[config.mk]
export PLATFORM = sky130hd
export DESIGN_NAME = gbt_timer_subsys
export DESIGN_NICKNAME = d
export VERILOG_FILES = /design/src/verilog/gbt_pkg.sv /design/src/verilog/gbt_bus_fabric.sv /design/src/verilog/gbt_timer.sv /design/src/verilog/gbt_int_ctrl.sv /design/src/verilog/gbt_timer_subsys.sv
export VERILOG_INCLUDE_DIRS = /design/src /design/src/verilog
export SDC_FILE = /design/constraint.sdc
export NUM_CORES = 1
export LEC_CHECK = 0
export BUFFER_PORTS_ARGS = -buffer_cell sky130_fd_sc_hd__buf_2
export CORE_ASPECT_RATIO = 2
export CORE_UTILIZATION = 38
export DETAILED_ROUTE_END_ITERATION = 12
export GPL_TIMING_DRIVEN = 1
export MAX_ROUTING_LAYER = met4
export PLACE_DENSITY = 0.53
export REMOVE_ABC_BUFFERS = 1
export SYNTH_ARGS = -nofsm -noshare
export SYNTH_HDL_FRONTEND = slang
export SYNTH_HIERARCHICAL = 1
export SYNTH_SLANG_ARGS = --single-unit
[constraint.sdc]
create_clock -name clk -period 4.8 [get_ports clk]
set_input_delay 0.72 -clock clk [delete_from_list [all_inputs] [get_ports clk]]
set_output_delay 0.72 -clock clk [all_outputs]
set_load 0.1 [all_outputs]
[src/verilog/gbt_cfg.svh]
`ifndef GBT_CFG_SVH
`define GBT_CFG_SVH

// Timer block registers
`define GBT_ADDR_DIV  16'hFF04
`define GBT_ADDR_TIMA 16'hFF05
`define GBT_ADDR_TMA  16'hFF06
`define GBT_ADDR_TAC  16'hFF07

// Interrupt controller registers
`define GBT_ADDR_IF   16'hFF0F
`define GBT_ADDR_IE   16'hFFFF

// Request sources in IF and IE
`define GBT_NUM_IRQ 5

// Clocks per TIMA step minus one, indexed by TAC rate
`define GBT_RATE0_LIMIT 10'd1023
`define GBT_RATE1_LIMIT 10'd15
`define GBT_RATE2_LIMIT 10'd63
`define GBT_RATE3_LIMIT 10'd255

`endif

[src/verilog/gbt_pkg.sv]
package gbt_pkg;

  // Request from the CPU side, 26 bits
  typedef struct packed {
    logic [15:0] addr;
    logic [7:0]  wdata;
    logic        write_en;
    logic        read_en;
  } cpu_bus_t;

  // Request to one peripheral after address decode
  // Strobes arrive already gated by sel
  typedef struct packed {
    logic       sel;
    logic [1:0] reg_idx;
    logic [7:0] wdata;
    logic       write_en;
    logic       read_en;
  } periph_req_t;

  // Timer control byte
  // Written whole, decoded as enable and rate
  typedef union packed {
    logic [7:0] raw;
    struct packed {
      logic [4:0] unused;
      logic       enable;
      logic [1:0] rate;
    } fields;
  } tac_u;

  // Interrupt sources, lowest value has highest priority
  typedef enum logic [2:0] {
    irq_vblank = 3'd0,
    irq_stat   = 3'd1,
    irq_timer  = 3'd2,
    irq_serial = 3'd3,
    irq_joypad = 3'd4
  } irq_src_e;

endpackage

[src/verilog/gbt_bus_fabric.sv]
`timescale 1ns/10ps
`include "gbt_cfg.svh"

module gbt_bus_fabric (
  input  gbt_pkg::cpu_bus_t    bus,
  input  logic [7:0]           timer_rdata,
  input  logic [7:0]           int_rdata,
  output gbt_pkg::periph_req_t timer_req,
  output gbt_pkg::periph_req_t int_req,
  output logic [7:0]           rdata
);

  logic       timer_sel;
  logic       int_sel;
  logic [1:0] timer_idx;
  logic [1:0] int_idx;

  // Timer block decode
  // DIV 0, TIMA 1, TMA 2, TAC 3
  always_comb begin
    timer_sel = 1'b1;
    timer_idx = 2'd0;
    case (bus.addr)
      `GBT_ADDR_DIV:  timer_idx = 2'd0;
      `GBT_ADDR_TIMA: timer_idx = 2'd1;
      `GBT_ADDR_TMA:  timer_idx = 2'd2;
      `GBT_ADDR_TAC:  timer_idx = 2'd3;
      default:        timer_sel = 1'b0;
    endcase
  end

  // Interrupt controller decode
  // IF 0, IE 1
  always_comb begin
    int_sel = 1'b1;
    int_idx = 2'd0;
    case (bus.addr)
      `GBT_ADDR_IF: int_idx = 2'd0;
      `GBT_ADDR_IE: int_idx = 2'd1;
      default:      int_sel = 1'b0;
    endcase
  end

  // Strobes qualified by select here, once
  assign timer_req = '{
    sel:      timer_sel,
    reg_idx:  timer_idx,
    wdata:    bus.wdata,
    write_en: bus.write_en & timer_sel,
    read_en:  bus.read_en & timer_sel
  };

  assign int_req = '{
    sel:      int_sel,
    reg_idx:  int_idx,
    wdata:    bus.wdata,
    write_en: bus.write_en & int_sel,
    read_en:  bus.read_en & int_sel
  };

  // Read mux, open bus reads as all ones
  always_comb begin
    rdata = 8'hFF;
    if (timer_req.read_en) begin
      rdata = timer_rdata;
    end else if (int_req.read_en) begin
      rdata = int_rdata;
    end
  end

  // Address ranges of the two peripherals must not overlap
  sel_exclusive: assert final (!(timer_sel && int_sel))
    else $error("fabric selects timer and interrupt controller together");

endmodule

[src/verilog/gbt_timer.sv]
`timescale 1ns/10ps
`include "gbt_cfg.svh"

module gbt_timer (
  input  logic                 clk,
  input  logic                 reset,
  input  gbt_pkg::periph_req_t req,
  output logic [7:0]           rdata,
  output logic                 timer_irq
);

  import gbt_pkg::*;

  // Only the upper byte of the divider is visible
  logic [15:0] div;
  logic [7:0]  tima;
  logic [7:0]  tma;
  tac_u        tac;

  // Clocks since the last TIMA step
  logic [9:0]  prescaler;
  logic [9:0]  rate_limit;

  logic        wr_div;
  logic        wr_tima;
  logic        wr_tma;
  logic        wr_tac;
  logic        step;
  logic        overflow;

  assign wr_div  = req.write_en && (req.reg_idx == 2'd0);
  assign wr_tima = req.write_en && (req.reg_idx == 2'd1);
  assign wr_tma  = req.write_en && (req.reg_idx == 2'd2);
  assign wr_tac  = req.write_en && (req.reg_idx == 2'd3);

  // Period select from TAC rate field
  always_comb begin
    case (tac.fields.rate)
      2'd0:    rate_limit = `GBT_RATE0_LIMIT;
      2'd1:    rate_limit = `GBT_RATE1_LIMIT;
      2'd2:    rate_limit = `GBT_RATE2_LIMIT;
      default: rate_limit = `GBT_RATE3_LIMIT;
    endcase
  end

  // At or above so that a rate change to a shorter period
  // still steps on the next edge
  assign step = tac.fields.enable && (prescaler >= rate_limit);

  // CPU write to TIMA cancels the step and its overflow
  assign overflow = step && (tima == 8'hFF) && !wr_tima;

  // Divider runs every clock and any write clears it
  always_ff @(posedge clk or posedge reset) begin
    if (reset) begin
      div <= 16'h0000;
    end else if (wr_div) begin
      div <= 16'h0000;
    end else begin
      div <= div + 16'd1;
    end
  end

  // Prescaler only advances while enabled
  // Untouched by DIV writes
  always_ff @(posedge clk or posedge reset) begin
    if (reset) begin
      prescaler <= 10'd0;
    end else if (tac.fields.enable) begin
      if (step) begin
        prescaler <= 10'd0;
      end else begin
        prescaler <= prescaler + 10'd1;
      end
    end
  end

  // Counter, modulo and control
  always_ff @(posedge clk or posedge reset) begin
    if (reset) begin
      tima      <= 8'h00;
      tma       <= 8'h00;
      tac.raw   <= 8'h00;
      timer_irq <= 1'b0;
    end else begin
      if (wr_tima) begin
        tima <= req.wdata;
      end else if (step) begin
        // Reload takes the TMA value from before this edge
        tima <= (tima == 8'hFF) ? tma : tima + 8'd1;
      end
      if (wr_tma) begin
        tma <= req.wdata;
      end
      if (wr_tac) begin
        // Enable and rate only
        tac.raw <= {5'b00000, req.wdata[2:0]};
      end
      // Request lasts one cycle after the overflow edge
      timer_irq <= overflow;
    end
  end

  // Register read with unused TAC bits read back as ones
  always_comb begin
    case (req.reg_idx)
      2'd0:    rdata = div[15:8];
      2'd1:    rdata = tima;
      2'd2:    rdata = tma;
      default: rdata = tac.raw | 8'hF8;
    endcase
  end

  // Back-to-back overflows need at least 16 clocks between them
  irq_single_cycle: assert property (
    @(posedge clk) disable iff (reset) timer_irq |=> !timer_irq
  ) else $error("timer_irq held for two cycles");

  // Prescaler sits above the limit only on the edge after a TAC write
  presc_in_range: assert property (
    @(posedge clk) disable iff (reset)
      (tac.fields.enable && (prescaler > rate_limit)) |-> $past(wr_tac)
  ) else $error("prescaler above the selected limit without a TAC write");

endmodule

[src/verilog/gbt_int_ctrl.sv]
`timescale 1ns/10ps
`include "gbt_cfg.svh"

module gbt_int_ctrl (
  input  logic                       clk,
  input  logic                       reset,
  input  gbt_pkg::periph_req_t       req,
  input  logic [`GBT_NUM_IRQ-1:0]    irq_in,
  input  logic                       irq_ack,
  output logic [7:0]                 rdata,
  output logic                       irq,
  output gbt_pkg::irq_src_e          irq_idx
);

  import gbt_pkg::*;

  // Flag and enable registers, one bit per source
  logic [`GBT_NUM_IRQ-1:0] if_reg;
  logic [`GBT_NUM_IRQ-1:0] ie_reg;

  logic [`GBT_NUM_IRQ-1:0] pending;
  logic [`GBT_NUM_IRQ-1:0] ack_mask;
  logic [`GBT_NUM_IRQ-1:0] if_base;

  logic wr_if;
  logic wr_ie;

  assign wr_if = req.write_en && (req.reg_idx == 2'd0);
  assign wr_ie = req.write_en && (req.reg_idx == 2'd1);

  assign pending = if_reg & ie_reg;
  assign irq     = |pending;

  // Lowest set bit wins
  // Scan from the top so lower indices overwrite
  always_comb begin
    irq_idx = irq_vblank;
    for (int i = `GBT_NUM_IRQ - 1; i >= 0; i--) begin
      if (pending[i]) begin
        irq_idx = irq_src_e'(i[2:0]);
      end
    end
  end

  // One-hot clear for the source being serviced
  assign ack_mask = irq_ack ? (`GBT_NUM_IRQ'(1) << irq_idx) : '0;

  // CPU write replaces flags, else ack clears one
  always_comb begin
    if (wr_if) begin
      if_base = req.wdata[`GBT_NUM_IRQ-1:0];
    end else begin
      if_base = if_reg & ~ack_mask;
    end
  end

  always_ff @(posedge clk or posedge reset) begin
    if (reset) begin
      if_reg <= '0;
      ie_reg <= '0;
    end else begin
      // New requests always land, even on an ack or write edge
      if_reg <= if_base | irq_in;
      if (wr_ie) begin
        ie_reg <= req.wdata[`GBT_NUM_IRQ-1:0];
      end
    end
  end

  // Unimplemented IF bits read as ones, IE bits as zeros
  always_comb begin
    case (req.reg_idx)
      2'd0:    rdata = {3'b111, if_reg};
      2'd1:    rdata = {3'b000, ie_reg};
      default: rdata = 8'hFF;
    endcase
  end

  // CPU may only acknowledge a request it was shown
  ack_while_irq: assert property (
    @(posedge clk) disable iff (reset) irq_ack |-> irq
  ) else $error("irq_ack without pending irq");

endmodule

[src/verilog/gbt_timer_subsys.sv]
`timescale 1ns/10ps

module gbt_timer_subsys (
  input  logic              clk,
  input  logic              reset,
  input  gbt_pkg::cpu_bus_t bus,
  input  logic [4:0]        ext_irq,
  input  logic              irq_ack,
  output logic [7:0]        rdata,
  output logic              irq,
  output gbt_pkg::irq_src_e irq_idx
);

  import gbt_pkg::*;

  periph_req_t timer_req;
  periph_req_t int_req;
  logic [7:0]  timer_rdata;
  logic [7:0]  int_rdata;
  logic        timer_irq;
  logic [4:0]  irq_in;

  // Address decode and read mux
  gbt_bus_fabric u_fabric (
    .bus         (bus),
    .timer_rdata (timer_rdata),
    .int_rdata   (int_rdata),
    .timer_req   (timer_req),
    .int_req     (int_req),
    .rdata       (rdata)
  );

  // DIV, TIMA, TMA, TAC
  gbt_timer u_timer (
    .clk       (clk),
    .reset     (reset),
    .req       (timer_req),
    .rdata     (timer_rdata),
    .timer_irq (timer_irq)
  );

  // Timer owns bit 2, external bit there is dropped
  assign irq_in = {ext_irq[4:3], timer_irq, ext_irq[1:0]};

  // IF, IE and priority encoder
  gbt_int_ctrl u_int_ctrl (
    .clk     (clk),
    .reset   (reset),
    .req     (int_req),
    .irq_in  (irq_in),
    .irq_ack (irq_ack),
    .rdata   (int_rdata),
    .irq     (irq),
    .irq_idx (irq_idx)
  );

endmodule

==> results.md, run 1 <==
Status:
- The run finished, with violations left.
- The checks that failed: design-rule violations.

CTS:
- Clock tree synthesis inserted a total of 5 buffers.
- The root buffer cell is clkbuf_16.
- The TritonCTS clock tree is done.
- The number of levels in the clock H-tree is 2.
- After clock tree synthesis, the clock-pin slew on the worst setup and hold paths is roughly 0.070 ns.
- The post-CTS setup repair buffer count is 0.
- The quantity of hold-fixing buffers added after cts is 0.
- The number of buffers on the longest clock path is 2.
- Once the clock tree was built, the resizer swapped 0 gates to a different size.
- The number of sinks on the clock net is 56.
- The clock network latency to the later pin of the worst-skew pair is 0.30 ns.

Placed design:
- In this run the tool buffered the top-level ports with 44 buffer cells.
- The placed instance count is 494.
- The congestion estimate from routability-driven global placement came to just over 0.8.
- OpenSTA, run right after detailed placement, puts the worst setup slack at 0.888 ns.
- The HPWL reported at the end of detailed placement is between 6000 and 7000 um.
- After detailed placement, the total cell area comes to 3800 um2.

Die:
- For this configuration, the core starts out at a cell density of 39.0%.
- The floorplan die area is ~10000 um2.
- The floorplan die width is 71.2 um.
- For this design the top-level I/O count stands at 46.
- The cell row count is 50.
- From bottom edge to top edge, the die measures 140 um.
- The region available for standard cell placement spans 9320 um2.

STA:
- The max-slew violation count is 0.
- The count of endpoints failing setup in the final report is 0.
- After layout, the worst path uses 82.0% of the clock period.
- Setup repair after global routing left no endpoint under its margin.
- The highest achievable clock rate is 254 MHz.
- The sum of negative setup slack is 0 ns.
- The minimum clock period is slightly below 4 ns.
- For the pin with the worst max-slew slack, the measured transition is around 1 ns.
- The number of hold-slack violations in the final timing report came to 0.
- Between clock sinks in the finished design, the worst skew comes to 0.00861 ns.
- The final setup slack of the worst path is 0.865 ns.
- In this run the tightest slew margin relative to its limit is 34.3%.

Routing:
- Detailed routing placed a total of 4910 um of wire on met2.
- The via count is around 2800.
- The met3 wire length is 209 um.
- Signal routing reaches up to met4.
- The detailed router finished its first iteration with between 100 and 150 violations.
- The detailed-route wire length on metal 1 is 3260 um.
- The average via count per standard cell is roughly 5.6.
- After detailed routing, the average wire length per cell comes to around 17 um.
- The first detailed-routing pass took 8 iterations.
- The count of antenna-violating nets left after detailed routing is 0.
- In the routed design, unresolved DRC markers number 5.
- The routed design has 8530 um of wire.

Logic synthesis:
- The cell count after synthesis is 371.
- In this run the cell area of the synthesized design comes to 3640 um2.
- A synthesized cell averages 9.80 um2.
- The count of warnings emitted by yosys is 6.

Worst setup path:
- The maximum fanout along the worst path is 14.
- The category of the worst setup path launch point is an input pin.
- The worst setup slack for register-to-register paths is 2.32 ns.
- In this run the critical register-to-register path is captured at u_timer/tima[6].
- The worst setup path is captured at an output pin.
- In this run the worst setup path begins at bus[14].
- The length in cells of the worst reg-to-reg path is 7.
- In this run the critical register-to-register path is launched from u_timer/tac[0].
- The setup path with the least slack is of type input pin to output pin.
- At the worst endpoint, the required time is roughly 4.1 ns.
- The worst endpoint data arrival time is 3.22 ns.

Min path:
- The path class of the tightest hold or removal check is input pin to asynchronous set/reset pin.

GRT:
- The number of antenna violations at the first check in global routing is 0.
- The aggregate global-route resource usage is 18.9%.
- Global routing finished with a remaining overflow of 0.
- Entering global routing, the biggest net connects 47 pins.
- The number of global-route vias before repair is 2891.
- The first-pass GRT wire length is 14100 um.

Layout:
- The number of flip-flops in the largest register is 16.
- The ratio of cells with drive above 1 in the final layout is 23.4%.
- After routing the design area is 3950 um2.
- From synthesis to final layout, the design area changed by 8.71%.
- The number of standard cells in the layout, taps in and fillers out is approximately 500.
- In the final layout, the registers with the most flip-flops are u_timer/div (16), u_timer/prescaler (10).
- The final layout contains 440 nets.
- The number of antenna diodes in the final layout is 0.
- The register ranked first by flip-flop count is u_timer/div.

Power:
- The leakage power of the design is 0.00177 uW.
- The ratio of total power to cell area is 242 nW/um2.
- The worst voltage drop across the vdd grid is 0.000152 V.

Run:
- Max-cap violations in this run came to 0.
[how the worst max path moves through the flow]
stage / to / slack [ns] / cells past startpoint
6_report: rdata[0] / 0.86 / 7
5_1_grt: rdata[0] / 0.75 / 7
3_5_place_dp: rdata[2] / 0.89 / 7
2_1_floorplan: rdata[0] / 0.97 / 7
4_1_cts: rdata[2] / 0.88 / 7
3_3_place_gp: rdata[2] / 0.90 / 7
[layout by cell type, fill, tap and decap left out, drive strengths merged, types with 4 or more instances in the layout]
cell type,count
a211o,7
nor2,31
a21oi,16
and3,10
nand2,29
o32a,8
nand3,18
mux2i,4
nor4,5
ha,9
and2,4
inv,10
xnor2,10
buf,46
dfrtp,56
nor2b,10
nand2b,4
xor2,10
clkbuf,5
o21ai,12
nand4,11
o22a,5
mux2,24
nor3,7
or2b,8
[worst max-delay path, cell delays in order]
cell and delay (ns):
buf_2 0.10, or4_4 0.56, nor4_4 0.37, and2_2 0.42, mux4_2 0.56, o32a_1 0.18, buf_2 0.29
[layout make-up]
type,count,area (um2)
clock buffer,5,125
inverter,9,33.8
tap,104,130
timing repair buffer,46,235
sequential,56,1400
clock inverter,3,22.5
multi-input combinational,279,2000
fill,939,5370
[layer usage]
layer	vias to the layer above	track usage [%]
met5	-	-
met4	0	6.21
met2	46	35.6
met1	1370	19.7
met3	9	2.23
li1	1392	-
[through the flow]
step | hold WS [ns] | total power [uW] | util (%)
after floorplan | 0.420 | 561 | -
after CTS | 0.420 | 972 | 42.4
final | 0.406 | 957 | 42.4
after global placement | 0.431 | 592 | 40.8
after global routing | 0.453 | 1000 | 42.4
after detailed placement | 0.433 | 596 | 40.8
[report_power, final]
part | internal (uW) | switching (uW) | leakage, uW
Sequential | 491 | 21.9 | 0.000726
Combinational | 30.7 | 41.0 | 0.000971
Clock | 196 | 176 | 0.0000742
(Power assumes the default switching activity.)
==> run 2, diff against run 1 <==
==> constraint.sdc (replaced) <==
create_clock -name clk -period 3.85 [get_ports clk]
set_input_delay 0.5775 -clock clk [delete_from_list [all_inputs] [get_ports clk]]
set_output_delay 0.5775 -clock clk [all_outputs]
set_load 0.1 [all_outputs]
==> run 2 against run 1 <==
The flow still finishes with violations (design-rule violations). Sequential share of layout area barely moved. Clock skew grew 0.00073 ns. Utilization up 0.054 points. Sequential power increased by 25%. Combinational power increased by 26%. Cell area up 0.13%. Clock-buffer cell count grew 1. Critical path depth stayed put. Wire length is 3.4% higher. Die area stayed put.
==> results.md, run 2 (synthesis gave the netlist of run 1 again) <==
CTS:
- The number of levels in the clock H-tree is 2.
- The tree is rooted in a clkbuf_16.
- Clock-pin slew was measured on the worst setup and hold paths at 0.08 ns.
- The later pin in the worst-skew pair is clocked with a latency of 0.30 ns.
- Counting along the longest clock path gives a buffer depth of 2.
- The TritonCTS clock tree is done.
- The number of clock buffers inserted by TritonCTS is 5.
- Clock tree synthesis found a total of 56 sinks.
- In this run, post-CTS hold repair placed 0 buffers.
- Post-CTS repair changed the size of 0 cells.
- Once the clock tree was built, the setup fixing pass inserted 0 buffers.

GRT:
- The maximum number of pins on one net before global-route repair is 47.
- For this run the aggregate overflow at the end of global routing stands at 0.
- The number of global-route vias before repair came to 2956.
- For this run, the total global-route usage over all layers was measured as 19.3%.
- The first global-routing pass estimated 14500 um of wire.
- The number of antenna violations at the first check in global routing was 0.

Power:
- The analysis attributes to cell leakage a power of ~0.0018 uW.
- The ratio of total power to cell area is 303 nW/um2.
- The sequential share of power is 53.3%.
- The worst voltage drop across the vdd grid is 0.000239 V.
- The switching power share of the total is 25.4%.
- The fraction of power consumed by the clock network is 39.1%.
- Combinational cells account for ~7.5% of the total power.
- In this run the power spent charging and discharging nets is 304 uW.
- The internal power summed over all cells is approximately 890 uW.

Min path:
- The min-delay analysis places its worst path in the category input pin to asynchronous set/reset pin.

Worst setup path:
- The kind of critical path is input pin to output pin.
- The length in cells of the worst reg-to-reg path is 7.
- The maximum fanout along the worst path is 14.
- The launch point of the worst path is bus[14].
- The worst setup path is captured at an output pin.
- The beginning of the worst register-to-register path is u_timer/tac[0].
- For the worst setup path, the data arrival time is 2.93 ns.
- The worst setup path is launched from an input pin.
- The endpoint required time on the critical path is 3.27 ns.

Status:
- The flow ran to the end, but the final reports show violations.
- The final reports fail on design-rule violations.

STA:
- In this run the tightest slew margin relative to its limit is roughly a third.
- Across the routed clock network, the largest skew measured is a little over 0.009 ns.
- The highest achievable clock rate is 285 MHz.
- The max-slew violation count came to 0.
- The minimum clock period is 3.51 ns.
- Setup repair after global routing left no endpoint under its margin.
- Setup violations remaining at the end of the flow were counted as 0.
- The worst-margin pin slew is 1.02 ns.
- The share of the cycle needed by the critical path after routing is 91.2%.
- The number of hold-slack violations in the final timing report is 0.
- After routing, the total negative slack on setup checks comes to 0 ns.

Routing:
- In the routed layout, each cell is associated on average with a via count of 5.67.
- Once detail routing completed, the nets flagged for antenna violations numbered 0.
- Summing over every cut layer, the via total after detailed routing is ~2900.
- The number of detailed-routing iterations run before antenna repair is 8.
- After detailed routing, the total wire length is 8820 um.
- The number of DRC violations after detailed-routing iteration 0 is 111.
- In the routed design, unresolved DRC markers number 5.
- The post-detailed-route wirelength per cell is 17.5 um.

Layout:
- The count of cells in the finished layout, fillers not included, comes to 503.
- In the final layout, the share of cells above drive strength 1 is 23.3%.
- The library cells used most frequently in the layout, excluding fill and tap cells, are dfrtp_1 (56), buf_2 (44), nor2_1 (31).
- The net count reported at finish is 441.
- The register ranked first by flip-flop count is u_timer/div.
- The layout has 969 filler cells.
- The repair_antennas step left the layout with diodes totalling 0.
- The register with the most flip-flops in the layout has 16 of them.
- Compared with the post-synthesis result, the final layout area differs by 8.84%.
- Leaving out fill and tap cells, the most frequent cell in the layout is dfrtp_1.
- In the final layout, the registers with the most flip-flops are u_timer/div (16), u_timer/prescaler (10).

Run:
- Max-cap violations in this run came to 0.

Placed design:
- At the end of routability-driven placement, the weighted congestion stood at roughly 0.8.
- Once detailed placement completed, the half-perimeter wirelength came to 6600 um.
- The quantity of I/O buffers inserted on ports is 44.
- Once placement completed, the tool counted placed cells totaling 495.

Die:
- The core region is 9320 um2.
- The floorplan step defined a die boundary enclosing 9990 um2.
- The boundary pin count is 46.
- The initial core utilization is 39.0%.
- In this run the vertical extent of the chip is 140 um.
- The cell row count is 50.
- The floorplan die width is 71.2 um.
[run 2: cell count changes in the layout (fill, tap and decap cells not counted), sizes merged]
cell      before  now
clkinv         2    1
buf           46   47
clkinvlp       0    1
inv           10    9
clkbuf         5    6
[run 2: power by group through the flow]
stage	Sequential, uW	Clock (uW)	Combinational [uW]
floorplan	643	0	56.3
global placement	649	0	89.0
detailed placement	651	0	92.0
CTS	639	479	93.0
global route	643	497	105
finish	639	469	90.3
[run 2: worst max-delay path: stages]
cell    delay (ns)
buf_2         0.10
or4_4         0.56
nor4_4        0.24
and2_2        0.40
mux4_2        0.57
o32a_1        0.17
buf_2         0.29
[run 2: cell type report]
type	instances	area, um2	area share [%]
well taps	104	130	3.29
repair buffers	47	243	6.13
clock buffers	6	129	3.26
flip-flops and latches	56	1400	35.4
multi-input cells	279	2000	50.6
clock inverters	2	16.3	0.411
inverters	9	33.8	0.854
[run 2: worst paths after layout]
| kind | to | slack (ns) |
|---|---|---|
| hold reg to reg | u_int_ctrl/if_reg[2] | 0.45 |
| max in group asynchronous | u_timer/tma[7] | 2.68 |
| setup reg to reg | u_timer/tima[6] | 1.34 |
| hold / removal | u_int_ctrl/if_reg[0] | 0.28 |
| setup / recovery | rdata[0] | 0.34 |
| min in group clk | u_int_ctrl/if_reg[2] | 0.45 |
[run 2: layer usage]
layer | share of wire, % | global-route usage (%) | vias to the layer above
met4 | 2.6 | 8.42 | 0
li1 | - | - | 1388
met3 | 2.4 | 2.52 | 19
met2 | 57 | 35.6 | 49
met1 | 38 | 19.9 | 1396
met5 | 0 | - | -
[run 2: per-stage QoR]
step	cell area (um2)	setup WS [ns]	utilization (%)	hold slack, ns	total power, uW
6_report	3960	0.339	42.5	0.277	1200
2_1_floorplan	3440	0.301	-	0.418	699
5_1_grt	3960	0.200	42.5	0.310	1250
4_1_cts	3960	0.335	42.5	0.292	1210
3_5_place_dp	3810	0.350	40.9	0.441	743
3_3_place_gp	3810	0.346	40.9	0.430	738
==> run 3, diff against run 2 <==
--- a/config.mk
+++ b/config.mk
@@ -12,8 +12,7 @@
 export DETAILED_ROUTE_END_ITERATION = 12
 export GPL_TIMING_DRIVEN = 1
 export MAX_ROUTING_LAYER = met4
-export PLACE_DENSITY = 0.53
-export REMOVE_ABC_BUFFERS = 1
+export PLACE_DENSITY = 0.55
 export SYNTH_ARGS = -nofsm -noshare
 export SYNTH_HDL_FRONTEND = slang
 export SYNTH_HIERARCHICAL = 1
==> constraint.sdc (replaced) <==
create_clock -name clk -period 2.9 [get_ports clk]
set_input_delay 0.435 -clock clk [delete_from_list [all_inputs] [get_ports clk]]
set_output_delay 0.435 -clock clk [all_outputs]
set_load 0.1 [all_outputs]
==> run 3 against run 2 <==
Clock-buffer cell count is 1 lower. Setup slack got worse by 0.35 ns. Non-clock buffer count increased by 20. Clock skew fell by 0.0031 ns. The flow finishes with violations (negative setup slack). Sequential share of layout area decreased by 3.4 points. Largest cell class unchanged. Final cell count up 4.0%.
==> results.md, run 3 (synthesis gave the netlist of run 1 again) <==
GRT:
- The number of antenna violations at the first check in global routing is 0.
- The number of global-route vias before repair is 3095.
- The maximum number of pins on one net before global-route repair is 23.
- After global routing the overflow that remains totals 0.
- The first global-routing pass estimated 15200 um of wire.
- Global routing used 20.3% of the available tracks.

Worst setup path:
- The kind of end point of the critical path is an output pin.
- The library cell contributing the largest single delay on the critical path is or4_4.
- The setup check on the worst reg-to-reg path leaves a slack of 0.52 ns.
- The launch point of the worst path is bus[14].
- STA puts the critical path data arrival time at 2.47 ns.
- The endpoint required time on the critical path is between 2 and 2.5 ns.
- The category of the worst setup path launch point is an input pin.
- The worst stage delay on the critical path is 0.54 ns.
- The worst setup path endpoint is rdata[0].
- The kind of critical path is input pin to output pin.
- Along the worst path, the maximum fanout reaches 10.
- The beginning of the worst register-to-register path is u_timer/tac[0].
- The critical path goes through buf_6 > or4_4 > nor4_4 > and2_4 > buf_12 > mux4_2 > o32a_4 > buf_12.
- The cell occurring most often along the worst timing path is buf_12.
- The length in cells of the worst reg-to-reg path is 8.
- The endpoint of the worst register-to-register path is u_timer/tima[1].

Layout:
- The most common cell after layout, fill and taps aside is dfrtp_1.
- The net count reported at finish is 461.
- The largest registers in the layout are u_timer/div (16), u_timer/prescaler (10).
- Measured on the finished design, the core utilization comes to a little under half.
- The relative area change from synthesis to final layout is 20.3%.
- In the layout the commonest cells are dfrtp_1 (56), buf_2 (35), nor2_1 (31).
- The antenna diode instance count is 0.
- The number of flip-flops in the largest register is 16.
- The ratio of cells with drive above 1 in the final layout is 30.1%.
- The register ranked first by flip-flop count is u_timer/div.
- The number of standard cells in the layout, taps in and fillers out is 523.
- The finished cells cover 4370 um2.

Status:
- The checks that failed: negative setup slack.
- The flow ran to the end, but the final reports show violations.

STA:
- Derived from the worst setup path, the maximum achievable clock frequency is 344 MHz.
- Across the routed clock network, the largest skew measured is 0.00627 ns.
- After layout, the minimum clock period comes to 2.91 ns.
- Setup slack on the critical path of the routed design comes to -0.00701 ns.
- The worst hold slack after final layout is roughly 0.15 ns.
- The worst pin sits at a relative slew slack of 55.9%.
- The worst-margin pin slew is about 0.66 ns.
- Setup violations remaining at the end of the flow were counted as 1.
- Setup repair after global routing could not meet its margin everywhere.
- The number of hold-slack violations in the final timing report came to 0.
- The max-slew violation count is 0.
- The share of the cycle needed by the critical path after routing is 100%.

Die:
- The die is 140 um tall.
- The boundary pin count is 46.
- The floorplan die area is 9990 um2.
- For this configuration, the core starts out at a cell density of between 30% and 40%.
- The initialized floorplan defines 50 standard-cell rows.
- The floorplan step defined a core boundary enclosing 9320 um2.
- The floorplan step set the die width to 71.2 um.

CTS:
- In this run, CTS created clock tree buffers numbering 5.
- At the later pin of the worst-skew pair, clock insertion delay measures 0.30 ns.
- The root buffer cell is clkbuf_16.
- For this design, the CTS-stage hold fixing added 0 buffers.
- Clock-pin slew was measured on the worst setup and hold paths at 0.08 ns.
- The number of levels in the clock H-tree is 2.
- The number of sinks on the clock net is 56.
- TritonCTS built the clock tree.
- The number of buffers on the longest clock path is 2.

Routing:
- The via count is ~2900.
- The first detailed-routing pass ran for 4 iterations.
- Dividing the detail-routed via count by the number of cells gives 5.59.
- The post-detailed-route wirelength per cell is 17.8 um.
- For this run, design rule violations remaining after detail routing come to 0.
- The routed wire length is between 9000 and 10000 um.
- After the first detailed-routing iteration, the DRC count stood at approximately 130.
- The count of antenna-violating nets left after detailed routing is 0.

Min path:
- The worst hold-check path type is input pin to asynchronous set/reset pin.

Placed design:
- Summing all placed instances gives a cell area of 4070 um2.
- The HPWL reported at the end of detailed placement is roughly 7400 um.
- Input and output buffers added on the ports amount to 44.
- The routability congestion estimate is 0.904.
- The placed instance count is 513.

Logic synthesis:
- The number of nets in the synthesized netlist is around 410.

Run:
- The number of maximum-capacitance constraint violations is 0.

Power:
- The leakage power of the design is 0.00197 uW.
- The ratio of total power to cell area is 368 nW/um2.
- The overall power is approximately 1600 uW.
- The worst voltage drop across the vdd grid is 0.000280 V.
[run 3: final cells by class]
type	count	area [um2]
multi-input combinational	279	2120
inverter	9	33.8
sequential	56	1400
timing repair buffer	67	539
tap	104	130
clock inverter	3	27.5
clock buffer	5	125
fill	865	4950
[run 3: worst min path at each step]
stage | to | slack, ns | cells after the start
floorplan | u_int_ctrl/ie_reg[0] | 0.28 | 1
global placement | u_int_ctrl/if_reg[2] | 0.44 | 2
detailed placement | u_int_ctrl/if_reg[2] | 0.46 | 2
CTS | u_int_ctrl/if_reg[2] | 0.15 | 2
global route | u_timer/tac[1] | 0.17 | 2
finish | u_int_ctrl/ie_reg[2] | 0.15 | 2
[run 3: repair_timing]
action	in CTS	in global routing
buffers inserted	0	2
gates resized for setup	34	1
pin swaps	0	2
endpoints found under the setup margin	8	8
hold endpoints to repair	0	0
[run 3: worst max-delay path: cells and delay by family]
family,cells,cell delay (ns)
muxes,1,0.52
buffers and inverters,3,0.39
AOI/OAI and AO/OA,1,0.22
and+or+nand+nor,3,0.89
[run 3: metrics by stage]
| step | setup TNS (ns) | setup WS [ns] |
|---|---|---|
| CTS | -0.0757 | -0.0400 |
| floorplan | -0.0719 | -0.0719 |
| global route | -0.291 | -0.0602 |
| global placement | -1.01 | -0.135 |
| detailed placement | -1.06 | -0.170 |
| finish | -0.00701 | -0.00701 |
[run 3: where the power goes]
group | switching, uW | total (uW) | internal (uW)
clock | 307 | 636 | 329
combinational | 72.6 | 128 | 55.6
sequential | 33.1 | 846 | 813
[run 3: layer usage]
layer | GRT usage (%) | vias to the layer above | wire, um
met5 | - | - | 0
met2 | 41.1 | 37 | 5680
met4 | 7.37 | 0 | 227
met3 | 2.23 | 11 | 143
met1 | 18.3 | 1445 | 3240
li1 | - | 1433 | -
